$ cat config.mk
export PLATFORM = sky130hd
export DESIGN_NAME = correlator
export DESIGN_NICKNAME = d
export VERILOG_FILES = /design/src/logic/corr_pkg.sv /design/src/logic/bit_decoder.sv /design/src/logic/code_nco.sv /design/src/logic/corr_bank.sv /design/src/logic/correlator.sv /design/src/logic/dump_ctrl.sv
export SDC_FILE = /design/constraint.sdc
export NUM_CORES = 1
export LEC_CHECK = 0
export ABC_AREA = 1
export BUFFER_PORTS_ARGS = -buffer_cell sky130_fd_sc_hd__buf_4
export CAP_MARGIN = 15
export CORE_MARGIN = 2
export CORE_UTILIZATION = 30
export DETAILED_ROUTE_END_ITERATION = 8
export PLACE_DENSITY = 0.52
export SYNTH_ARGS = -nofsm -noshare
export SYNTH_HDL_FRONTEND = slang
export SYNTH_SLANG_ARGS = --single-unit
$ cat constraint.sdc
create_clock -name clk -period 3.25 [get_ports clk]
set_clock_uncertainty 0.1 [all_clocks]
set_input_delay 0.65 -clock clk [delete_from_list [all_inputs] [get_ports clk]]
set_output_delay 0.65 -clock clk [all_outputs]
set_load 0.02 [all_outputs]
$ cat src/logic/corr_pkg.sv
package corr_pkg;

	//----------------------------------------------------------------------
	// widths
	//----------------------------------------------------------------------
	localparam int SAMPLE_W = 6;	// one I or Q sample
	localparam int ACC_W    = 16;	// accumulator and dump width
	localparam int PHASE_W  = 32;	// code nco phase
	localparam int DEC_W    = 32;	// decoded data register

	//----------------------------------------------------------------------
	// data paths
	//----------------------------------------------------------------------
	typedef struct packed {
		logic signed [SAMPLE_W-1:0] i;	// in-phase sample
		logic signed [SAMPLE_W-1:0] q;	// quadrature sample
	} iq_sample_t;

	// one accumulator pair, also the coherent sum (i in upper half)
	typedef struct packed {
		logic signed [ACC_W-1:0] i;	// I sum
		logic signed [ACC_W-1:0] q;	// Q sum
	} iq_acc_t;

	typedef struct packed {
		logic       valid;	// dump strobe
		logic [2:0] index;	// correlator being dumped
		iq_acc_t    sums;	// post-shifted sums
	} dump_out_t;

	//----------------------------------------------------------------------
	// decoder configuration
	//----------------------------------------------------------------------
	typedef struct packed {
		logic [1:0] decode_bit;	// 0..3 -> 1, 2, 4, 8 bits
		logic [1:0] pre_shift;	// shift ahead of accumulation
		logic [1:0] post_shift;	// shift applied to dumped sums
		logic [4:0] bit_length;	// ms per data bit
	} decode_cfg_t;

endpackage

$ cat src/logic/bit_decoder.sv
`timescale 1ns/1ns

module bit_decoder import corr_pkg::*; (
	input  logic             clk,	// system clock
	input  logic             rst_b,	// async reset, low active
	input  logic             coh_finished_i,	// coherent sum ready
	input  iq_acc_t          coh_sum_i,	// coherent sum, i upper
	input  logic             data_in_q_i,	// data on the Q branch
	input  decode_cfg_t      decode_cfg_i,	// width and shift settings
	output logic [DEC_W-1:0] decode_data_o	// decoded bits, newest at lsb
);

	logic signed [ACC_W-1:0] data_sel;	// chosen half
	logic [2:0]              len_idx;	// from bit length
	logic [2:0]              shift_tot;	// pre + post + 1
	logic [2:0]              bit_sel;	// extra right shift
	logic [7:0]              dec2;	// quantized fields, low bits used
	logic [7:0]              dec4;
	logic [7:0]              dec8;
	logic [DEC_W-1:0]        dec_next;	// register after the shift

	// shift right, then clip to w signed bits
	function automatic logic [7:0] quantize(input logic signed [ACC_W-1:0] v,
		input int w, input logic [2:0] s);
		logic signed [ACC_W-1:0] shifted;
		logic signed [ACC_W-1:0] hi;
		logic signed [ACC_W-1:0] lo;
		hi      = ACC_W'((1 << (w - 1)) - 1);	// largest w-bit value
		lo      = -hi - 16'sd1;
		shifted = v >>> (ACC_W - w - s);	// truncates
		if (shifted > hi)
			quantize = hi[7:0];	// positive saturation
		else if (shifted < lo)
			quantize = lo[7:0];	// negative saturation
		else
			quantize = shifted[7:0];
	endfunction

	//----------------------------------------------------------------------
	// field selection and quantization
	//----------------------------------------------------------------------
	assign data_sel  = data_in_q_i ? coh_sum_i.q : coh_sum_i.i;
	assign len_idx   = decode_cfg_i.bit_length[4] ? 3'd2 : (decode_cfg_i.bit_length[3] ? 3'd1 : 3'd0);
	assign shift_tot = {1'b0, decode_cfg_i.pre_shift} + {1'b0, decode_cfg_i.post_shift} + 3'd1;
	assign bit_sel   = (shift_tot >= len_idx) ? (shift_tot - len_idx) : 3'd0;

	assign dec2 = quantize(data_sel, 2, bit_sel);
	assign dec4 = quantize(data_sel, 4, bit_sel);
	assign dec8 = quantize(data_sel, 8, bit_sel);

	always_comb
	begin
		case (decode_cfg_i.decode_bit)
			2'd0: dec_next = {decode_data_o[DEC_W-2:0], data_sel[ACC_W-1]};	// sign only
			2'd1: dec_next = {decode_data_o[DEC_W-3:0], dec2[1:0]};
			2'd2: dec_next = {decode_data_o[DEC_W-5:0], dec4[3:0]};
			default: dec_next = {decode_data_o[DEC_W-9:0], dec8};
		endcase
	end

	//----------------------------------------------------------------------
	// decoded data shift register
	//----------------------------------------------------------------------
	always_ff @(posedge clk or negedge rst_b)
	begin
		if (!rst_b)
			decode_data_o <= '0;
		else if (coh_finished_i)
			decode_data_o <= dec_next;	// one cycle latency
	end

endmodule

$ cat src/logic/code_nco.sv
`timescale 1ns/1ns

module code_nco import corr_pkg::*; #(
	parameter int NUM_COR = 8	// number of half-chip taps
) (
	input  logic               clk,	// system clock
	input  logic               rst_b,	// async reset, low active
	input  logic               sample_valid_i,	// one nco step per sample
	input  logic [PHASE_W-1:0] code_freq_i,	// phase increment, <= 2^31
	input  logic               prn_chip_i,	// current prn chip
	output logic               half_chip_o,	// carry of the phase accumulator
	output logic               chip_shift_o,	// request for next chip
	output logic [NUM_COR-1:0] taps_o	// delayed chip copies
);

	logic [PHASE_W-1:0] phase_q;	// code phase
	logic [PHASE_W:0]   phase_sum;	// phase plus increment, msb is carry
	logic               sub_phase_q;	// half-chip parity
	logic [NUM_COR-1:0] taps_q;	// chip delay line, tap 0 newest

	//----------------------------------------------------------------------
	// phase accumulator and boundary strobes
	//----------------------------------------------------------------------
	assign phase_sum    = {1'b0, phase_q} + {1'b0, code_freq_i};
	assign half_chip_o  = sample_valid_i & phase_sum[PHASE_W];	// carry only on a sample
	assign chip_shift_o = half_chip_o & sub_phase_q;	// every second boundary
	assign taps_o       = taps_q;

	always_ff @(posedge clk or negedge rst_b)
	begin
		if (!rst_b)
			phase_q <= '0;
		else if (sample_valid_i)
			phase_q <= phase_sum[PHASE_W-1:0];	// wraps
	end

	always_ff @(posedge clk or negedge rst_b)
	begin
		if (!rst_b)
			sub_phase_q <= 1'b0;
		else if (half_chip_o)
			sub_phase_q <= ~sub_phase_q;
	end

	//----------------------------------------------------------------------
	// half-chip spaced delay line
	//----------------------------------------------------------------------
	always_ff @(posedge clk or negedge rst_b)
	begin
		if (!rst_b)
			taps_q <= '0;
		else if (half_chip_o)
			taps_q <= {taps_q[NUM_COR-2:0], prn_chip_i};	// same-cycle sample sees old taps
	end

endmodule

$ cat src/logic/corr_bank.sv
`timescale 1ns/1ns

module corr_bank import corr_pkg::*; #(
	parameter int NUM_COR = 8	// number of correlators
) (
	input  logic               clk,	// system clock
	input  logic               rst_b,	// async reset, low active
	input  logic               sample_valid_i,	// sample strobe
	input  iq_sample_t         sample_i,	// mixed I/Q sample
	input  logic [NUM_COR-1:0] taps_i,	// chip per correlator, 1 adds
	input  logic [NUM_COR-1:0] clear_sel_i,	// one-hot restart
	input  logic [2:0]         read_sel_i,	// pair to read out
	output iq_acc_t            acc_o	// selected pair
);

	localparam int SEL_W = (NUM_COR > 1) ? $clog2(NUM_COR) : 1;	// used index bits

	logic signed [ACC_W-1:0] pos_i;	// sign extended sample
	logic signed [ACC_W-1:0] pos_q;
	iq_acc_t                 acc_all [NUM_COR];	// every pair, for the read mux

	assign pos_i = sample_valid_i ? {{(ACC_W-SAMPLE_W){sample_i.i[SAMPLE_W-1]}}, sample_i.i} : '0;
	assign pos_q = sample_valid_i ? {{(ACC_W-SAMPLE_W){sample_i.q[SAMPLE_W-1]}}, sample_i.q} : '0;

	//----------------------------------------------------------------------
	// accumulator pairs
	//----------------------------------------------------------------------
	for (genvar k = 0; k < NUM_COR; k++)
	begin : g_acc
		iq_acc_t acc_q;	// running I/Q sums
		iq_acc_t contrib;	// this cycle's +/- sample

		assign contrib.i  = taps_i[k] ? pos_i : -pos_i;	// chip 0 negates
		assign contrib.q  = taps_i[k] ? pos_q : -pos_q;
		assign acc_all[k] = acc_q;

		always_ff @(posedge clk or negedge rst_b)
		begin
			if (!rst_b)
				acc_q <= '0;
			else if (clear_sel_i[k])
				acc_q <= contrib;	// restart from current contribution
			else if (sample_valid_i)
			begin
				acc_q.i <= acc_q.i + contrib.i;	// wraps
				acc_q.q <= acc_q.q + contrib.q;
			end
		end
	end

	assign acc_o = acc_all[read_sel_i[SEL_W-1:0]];	// combinational read

endmodule

$ cat src/logic/correlator.sv
`timescale 1ns/1ns

module correlator import corr_pkg::*; #(
	parameter int NUM_COR = 8	// correlators per channel
) (
	input  logic               clk,	// system clock
	input  logic               rst_b,	// async reset, low active
	input  logic               sample_valid_i,	// sample strobe
	input  iq_sample_t         sample_i,	// down-converted I/Q
	input  logic [PHASE_W-1:0] code_freq_i,	// code nco increment
	input  logic               prn_chip_i,	// chip from prn source
	input  logic [15:0]        dump_length_i,	// chips per dump
	input  decode_cfg_t        decode_cfg_i,	// decoder settings
	input  logic               data_in_q_i,	// decode from Q
	input  logic               coh_finished_i,	// coherent sum strobe
	input  iq_acc_t            coh_sum_i,	// coherent sum
	output logic               chip_shift_o,	// next chip request
	output dump_out_t          dump_o,	// dumped correlator sums
	output logic [DEC_W-1:0]   decode_data_o	// decoded data bits
);

	logic [NUM_COR-1:0] taps;	// half-chip delayed chips
	logic [NUM_COR-1:0] clear_sel;	// accumulator restart
	logic [2:0]         read_sel;	// accumulator readout
	iq_acc_t            acc_sel;	// selected pair

	//----------------------------------------------------------------------
	// code tracking and correlation
	//----------------------------------------------------------------------
	code_nco #(.NUM_COR(NUM_COR)) code_nco_i (.clk(clk), .rst_b(rst_b),
		.sample_valid_i(sample_valid_i), .code_freq_i(code_freq_i), .prn_chip_i(prn_chip_i),
		.half_chip_o(), .chip_shift_o(chip_shift_o), .taps_o(taps));

	corr_bank #(.NUM_COR(NUM_COR)) corr_bank_i (.clk(clk), .rst_b(rst_b),
		.sample_valid_i(sample_valid_i), .sample_i(sample_i), .taps_i(taps),
		.clear_sel_i(clear_sel), .read_sel_i(read_sel), .acc_o(acc_sel));

	dump_ctrl #(.NUM_COR(NUM_COR)) dump_ctrl_i (.clk(clk), .rst_b(rst_b),
		.chip_shift_i(chip_shift_o), .dump_length_i(dump_length_i),
		.post_shift_i(decode_cfg_i.post_shift), .acc_i(acc_sel),
		.clear_sel_o(clear_sel), .read_sel_o(read_sel), .dump_o(dump_o));

	//----------------------------------------------------------------------
	// navigation data
	//----------------------------------------------------------------------
	bit_decoder bit_decoder_i (.clk(clk), .rst_b(rst_b), .coh_finished_i(coh_finished_i),
		.coh_sum_i(coh_sum_i), .data_in_q_i(data_in_q_i), .decode_cfg_i(decode_cfg_i),
		.decode_data_o(decode_data_o));

endmodule

$ cat src/logic/dump_ctrl.sv
`timescale 1ns/1ns

module dump_ctrl import corr_pkg::*; #(
	parameter int NUM_COR = 8	// length of the dump sequence
) (
	input  logic               clk,	// system clock
	input  logic               rst_b,	// async reset, low active
	input  logic               chip_shift_i,	// one pulse per chip
	input  logic [15:0]        dump_length_i,	// chips per dump, >= 4
	input  logic [1:0]         post_shift_i,	// arithmetic shift of sums
	input  iq_acc_t            acc_i,	// selected accumulator pair
	output logic [NUM_COR-1:0] clear_sel_o,	// one-hot clear, zero when idle
	output logic [2:0]         read_sel_o,	// pair to read
	output dump_out_t          dump_o	// dumped sums
);

	logic [15:0] chip_cnt_q;	// chips since last dump
	logic        dump_start;	// last chip of the dump period
	logic        dumping_q;	// sequence running
	logic [2:0]  cur_q;	// correlator being dumped

	//----------------------------------------------------------------------
	// chip counter
	//----------------------------------------------------------------------
	assign dump_start = chip_shift_i && (16'(chip_cnt_q + 16'd1) == dump_length_i);

	always_ff @(posedge clk or negedge rst_b)
	begin
		if (!rst_b)
			chip_cnt_q <= '0;
		else if (dump_start)
			chip_cnt_q <= '0;	// period complete
		else if (chip_shift_i)
			chip_cnt_q <= chip_cnt_q + 16'd1;
	end

	//----------------------------------------------------------------------
	// dump sequencer
	//----------------------------------------------------------------------
	always_ff @(posedge clk or negedge rst_b)
	begin
		if (!rst_b)
		begin
			dumping_q <= 1'b0;
			cur_q     <= '0;
		end
		else if (dumping_q)
		begin
			if (cur_q == 3'(NUM_COR - 1))
			begin
				dumping_q <= 1'b0;	// last pair done
				cur_q     <= '0;
			end
			else
				cur_q <= cur_q + 3'd1;	// one pair per cycle
		end
		else if (dump_start)
			dumping_q <= 1'b1;	// begins next cycle at index 0
	end

	assign read_sel_o  = cur_q;
	assign clear_sel_o = dumping_q ? (NUM_COR'(1) << cur_q) : '0;

	// sums shifted by post_shift, sign kept
	assign dump_o.valid  = dumping_q;
	assign dump_o.index  = cur_q;
	assign dump_o.sums.i = acc_i.i >>> post_shift_i;
	assign dump_o.sums.q = acc_i.q >>> post_shift_i;

endmodule

### Word level (Yosys, flattened, before mapping)

Cells that the tools add are included.

* register bits: 349
* input port bits: 109
* output and inout port bits: 69
* word-level logic and storage cells: 138

* $add $sub $neg: 27
* order comparisons: 8
* equality and inequality tests: 4
* shift-type cells: 6
* multiplexer cells: 55
* bitwise gates (word level): 4
* reductions and logical operators: 11

Operators by type and width (number)
* 2-to-1 mux 32 bit: 18
* 2-to-1 mux 16 bit: 21
* adder 16 bit: 16
* binary-select mux 32 bit (select 3 bit): 1
* one-hot mux 32 bit (3 select lines): 1
* >>> shifter 16 x 32 -> 16 bit: 3
* adder 32 x 32 -> 33 bit: 1
* negator 16 bit: 2
* >>> shifter 16 x 2 -> 16 bit: 2
* 2-to-1 mux 8 bit: 3
* nonzero test 2 bit: 9
* adder 16 x 1 -> 16 bit, second input constant: 1
* equality test 16 bit: 1
* > comparator 16 x 2 -> 1 bit, second input constant: 1
* > comparator 16 x 4 -> 1 bit, second input constant: 1
* > comparator 16 x 8 -> 1 bit, second input constant: 1
* < comparator 16 x 2 -> 1 bit, second input constant: 1
* < comparator 16 x 4 -> 1 bit, second input constant: 1
* < comparator 16 x 8 -> 1 bit, second input constant: 1
* subtractor 4 x 3 -> 5 bit, first input constant: 3
* 2-to-1 mux 3 bit: 3
* 2-to-1 mux 4 bit: 2
* left shift 1 x 3 -> 8 bit, first input constant: 1
* adder 3 x 1 -> 3 bit, second input constant: 2
* other kinds (14): 19

### Depth between registers and ports, before layout

* word-level depth: 10
* depth in mapped cells: 31
* mapped depth without buffers: 28

### Modules after synthesis

A second synthesis with hierarchy kept.

* cell total of the unflattened synthesis: 6671
* area total of the unflattened synthesis: 40352.5 um2

By module, submodules not included
* corr_bank: times used 1, cells an instance 4899, area each 29738.5 um2, seq. area each 6406.1 um2
* bit_decoder: times used 1, cells an instance 690, area each 4196.5 um2, seq. area each 800.8 um2
* code_nco: times used 1, cells an instance 661, area each 3948.8 um2, seq. area each 1026.0 um2
* dump_ctrl: times used 1, cells an instance 421, area each 2468.6 um2, seq. area each 500.5 um2

### Worst setup path after synthesis

Ideal clock, no wire load.

* path type: input port to flip-flop
* start: input port decode_cfg_i[6] (netlist bit)
* end: register bit_decoder_i.decode_data_o[0]
* setup time: 0.117 ns
* arrival: 4.401 ns
* required time: 3.033 ns
* setup slack: -1.368 ns
* stages on the path: 27
* path buffers: 6
* path through: clkbuf_1 inv_1 clkbuf_1 clkbuf_1 fa_1 inv_1 ha_1 nand2_4 nand2_8 nand2_4 buf_4 ha_1 buf_2 clkbuf_1 nand3_1 nand3_1 nand3_1 nand2_1 nand2_1 nor2_1 nand3_1 nand2_1 nand2_1 nand3_1 nand3_1 nand2_1 nand2_1

* word-level cells in the longest chain between the ends: 10
* elaborated cells on any way between the ends: 24
* those cells by class: add/sub (6); order compare (7); shift (3); mux (8)

RTL lines
* start, declared: RTL line correlator.sv:13 `input decode_cfg_t decode_cfg_i,`
* adder 2 x 2 -> 3 bit *: RTL line bit_decoder.sv:44 `assign shift_tot = {1'b0, decode_cfg_i.pre_shift} + {1'b0, decode_cfg_i.post_shift} + 3'd1;`
* adder 3 x 1 -> 3 bit *: RTL line bit_decoder.sv:44
* subtractor 3 bit / >= comparator 3 bit (equally long branches): RTL line bit_decoder.sv:45 `assign bit_sel = (shift_tot >= len_idx) ? (shift_tot - len_idx) : 3'd0;`
* 2-to-1 mux 3 bit *: RTL line bit_decoder.sv:45
* subtractor 4 x 3 -> 5 bit: RTL line bit_decoder.sv:30 `shifted = v >>> (ACC_W - w - s);`
* >>> shifter 16 x 32 -> 16 bit: RTL line bit_decoder.sv:30
* < comparator 16 x 8 -> 1 bit (tied with other cells): RTL line bit_decoder.sv:33 `else if (shifted < lo)`
* 2-to-1 mux 8 bit (tied with other cells): RTL line bit_decoder.sv:33
* 2-to-1 mux 8 bit (tied with other cells): RTL line bit_decoder.sv:31 `if (shifted > hi)`
* one-hot mux 32 bit (3 select lines) *: RTL line bit_decoder.sv:53 `case (decode_cfg_i.decode_bit)`
* end signal, assigned: RTL line bit_decoder.sv:69 `decode_data_o <= dec_next;`
* end, declared: RTL line bit_decoder.sv:10 `output logic [DEC_W-1:0] decode_data_o`

Mark *: on every way between the ends. The rest lies on a longest branch, timed or not.
A chain may end at the register's enable or synchronous reset.

==> results.cfg <==
[detailed_routing]
routed_wl_um = 154000
via_per_inst = 5.25
post_drt_wl_per_cell_um = 19.9
drt_pre_antenna_iters = 5
drtIter0Drc = 2759
drcViolationCount = 0
vias = 40500
antenna_left = 0

[worst_setup_path]
critPathSlowestCell = dfrtp_4
crit_type = flip-flop to output port
path_cells = buf_12 -> buf_12 -> buf_6 -> o21ai_4 -> o21ai_2 -> nor2_2 -> a31oi_4 -> mux2i_2 -> buf_4 -> mux2i_1 -> buf_4 -> buf_6
cp.arrival_ps = 3110
timing.rr.start = code_nco_i.taps_o[5]$_DFFE_PN0P_
cpLargestDelayFamily = buffers and inverters
critPathMaxFanout = 5
r2r-end = corr_bank_i.acc_all[93]$_DFFE_PN0P_
endpoint_kind = output port
crit_required_ps = 2500
worst_setup_path_start_kind = flip-flop
cp.buffers_inverters = 6
ff2ff_setup_slack_ps = 190
cpPeakStageDelay_ps = 590
worstRegToRegCells = 16

[synth]
synth_edf_count = 0
ys_dominant_reg_cell = dfrtp_1
syn_area_um2 = 34100
avgSynthCellArea_um2 = 6.68
synth_cell_types = 65
synth_nets = 5525
ys_seq_area_frac = 0.256
ys_seq_elements = 349
synthArstFlopShare = 1.00
synth_warnings = 0
syn_inst = 5105

[power_and_ir_drop]
p_leak_nw = 24.3
p_total_mw = 55.3
p_per_area_nw_per_um2 = 1070
vdd_drop_max_uv = 605

[timing]
fin_crit_sh = 1.19
finalHoldViolCount = 0
fin_hold_ws_ps = 236
setup_ws_ps = -612
max_freq_mhz = 259
rsz0062_at_grt = true
period_minus_slack_ps = 3860
relSlewSlack = 0.474
tightestPinTransition_ps = 789
final-setup-viol-count = 40
slew_violations = 0

[die]
initial_core_util = 0.303
die_h_um = 341
dieArea_um2 = 116000
io_pins = 178
core_um2 = 113000
die_x_um = 341
rows = 123

[clock_network]
cts_made_buffers = 49
insertion_delay_ps = 670
cts_tree = built
cts_buffer_depth = 3
htreeDepth = 2
clk_pin_slew_ps = 60
cts_root_buf = clkbuf_16
clkSinkCount = 349

[cells_and_area]
nNetsFinal = 6582
syn2layout_area_growth_pct = 51.2
instances_no_fill = 7700
num_antenna_cells = 0
drive_gt1_frac = 0.338

[global_routing]
overflow = 0
grt_use_total = 0.256
grt_max_degree = 73
grt_pass1_wl_um = 231000
antenna_found_initial = 3
grt_pass1_vias = 38700

[min_path]
holdPathStages = 4
min_to = code_nco_i.phase_q[0]$_DFFE_PN0P_
worstHoldStart = code_freq_i[0]
hold_path.class = input port to flip-flop

[placement]
io_buffers = 174
pre_cts_slack_ps = -1110
dp_hpwl_um = 117000
globalplace.congestion = 0.954
dp_cells = 7508

[flow_run]
max_cap_viol_count = 0

[status]
violations = setup timing
outcome = complete, but fails checks
## sequential cells by signal (all words and copies together) (netlist names)
register / cells
dump_ctrl_i.read_sel_o: 3
code_nco_i.sub_phase_q: 1
bit_decoder_i.decode_data_o: 32
dump_ctrl_i.dumping_q: 1
dump_ctrl_i.chip_cnt_q: 16
code_nco_i.phase_q: 32
corr_bank_i.acc_all: 256
code_nco_i.taps_o: 8
## synth_stat cells (all sizes together) (18+ instances only)
cell | n | share of area
nand3 | 331 | 0.051
a21oi | 573 | 0.085
a211oi | 20 | 0.0044
xnor2 | 82 | 0.021
inv | 519 | 0.057
o221ai | 60 | 0.015
xor2 | 60 | 0.015
o22ai | 44 | 0.0081
nand4 | 34 | 0.0062
nor2 | 366 | 0.041
o21bai | 18 | 0.0040
o21ai | 590 | 0.087
or2 | 28 | 0.0051
fa | 19 | 0.011
a31oi | 61 | 0.011
ha | 292 | 0.11
buf | 45 | 0.0079
nand2 | 1220 | 0.14
a22oi | 19 | 0.0042
o211ai | 55 | 0.012
nor3 | 31 | 0.0052
clkbuf | 163 | 0.018
dfrtp | 349 | 0.26
## timing repair
| action | CTS | global route |
|---|---|---|
| endpoints found under the hold margin | 30 | 0 |
| pin swaps | 108 | 209 |
| resized for setup | 492 | 499 |
| buffers inserted | 41 | 72 |
| setup endpoints to repair | 81 | 152 |
| gates cloned | 9 | 3 |
| hold buffers | 1 | 0 |
## worst register-to-register path: stages (launching register included)
cell	delay (ps)
dfrtp_1	400
clkinvlp_4	130
buf_4	180
o21ai_0	410
ha_1	320
nand3_1	80
nand2_1	100
a21oi_2	230
o21ai_2	120
a31oi_2	220
o21ai_2	120
buf_4	150
nand2_1	50
nand2_1	60
xor2_1	140
nand2_1	60
nand3_1	80
## cells in the final DEF (no fill, tap or decap), types with 35 or more instances in the layout
master     count
buf_4       1054
o22ai_1       37
o21ai_2      114
buf_6         68
inv_1        453
nand2_2       81
ha_1         236
nand3_1      248
xor2_1        59
ha_4          52
o211ai_1      55
inv_2         51
dfrtp_1      345
nand2_4       35
buf_12        62
a21oi_2       97
xnor2_1       79
o21ai_0      299
o221ai_1      60
a21oi_1      453
o21ai_1      130
clkbuf_16     53
nor2_1       296
nand3_2       60
nand2_1     1096
o21ai_4       47
nor2_2        50
## worst max path at each step
stage | start | to | slack [ps] | depth (start not counted)
floorplan | decode_cfg_i[6] | bit_decoder_i.decode_data_o[1]$_DFFE_PN0P_ | -710 | 22
CTS | dump_ctrl_i.read_sel_o[0]$_DFFE_PN0P_ | dump_o[4] | -570 | 12
global placement | decode_cfg_i[5] | bit_decoder_i.decode_data_o[1]$_DFFE_PN0P_ | -1100 | 24
detailed placement | decode_cfg_i[5] | bit_decoder_i.decode_data_o[0]$_DFFE_PN0P_ | -1110 | 24
global route | dump_ctrl_i.read_sel_o[0]$_DFFE_PN0P_ | dump_o[4] | -630 | 12
finish | dump_ctrl_i.read_sel_o[0]$_DFFE_PN0P_ | dump_o[4] | -610 | 12
## report_power, final
group / switching, mW / total, mW / internal, mW
clock: 2.42 / 5.89 / 3.47
combinational: 21.3 / 40.9 / 19.6
sequential: 2.16 / 8.51 / 6.35
total: 25.9 / 55.3 / 29.4
## cells by family (layout without fill, tap and decap cells)
logic type               count (synthesis)  count (layout)  share of synthesized area
AND/OR/NAND/NOR                       2024            2024                      0.248
AO/OA/AOI/OAI                         1522            1522                      0.251
buffers and inverters                  742            1837                     0.0848
flip-flops                             349             349                      0.256
adder cells (fa/ha/maj)                311             311                      0.118
XOR/XNOR                               142             142                     0.0367
multiplexers                            15              15                    0.00441
## metrics by stage
stage	util	TNS [ps]	area, µm²
2_1_floorplan	-	-13730	35300
3_3_place_gp	0.400	-95220	45100
3_5_place_dp	0.400	-99290	45100
4_1_cts	0.434	-16570	48900
5_1_grt	0.457	-20020	51500
6_report	0.457	-16240	51500
## layout make-up
class                      instances  area, µm²
tap                             1500       1880
timing repair buffer            1212      10500
inverter                         534       2110
fill                           11500      61100
clock buffer                      71       1440
multi-input combinational       4014      26600
clock inverter                    18        253
sequential                       349       8740
timing repair inverter             2       25.0
## routing by layer
layer / global-route usage / vias to the layer above / part of all wire
met5: 0 / - / 0.00097
met4: 0.0990 / 8 / 0.046
met3: 0.0350 / 306 / 0.067
met2: 0.402 / 1352 / 0.44
met1: 0.353 / 19200 / 0.45
li1: - / 19600 / -
Note: power is estimated with default switching activity, not from simulation.
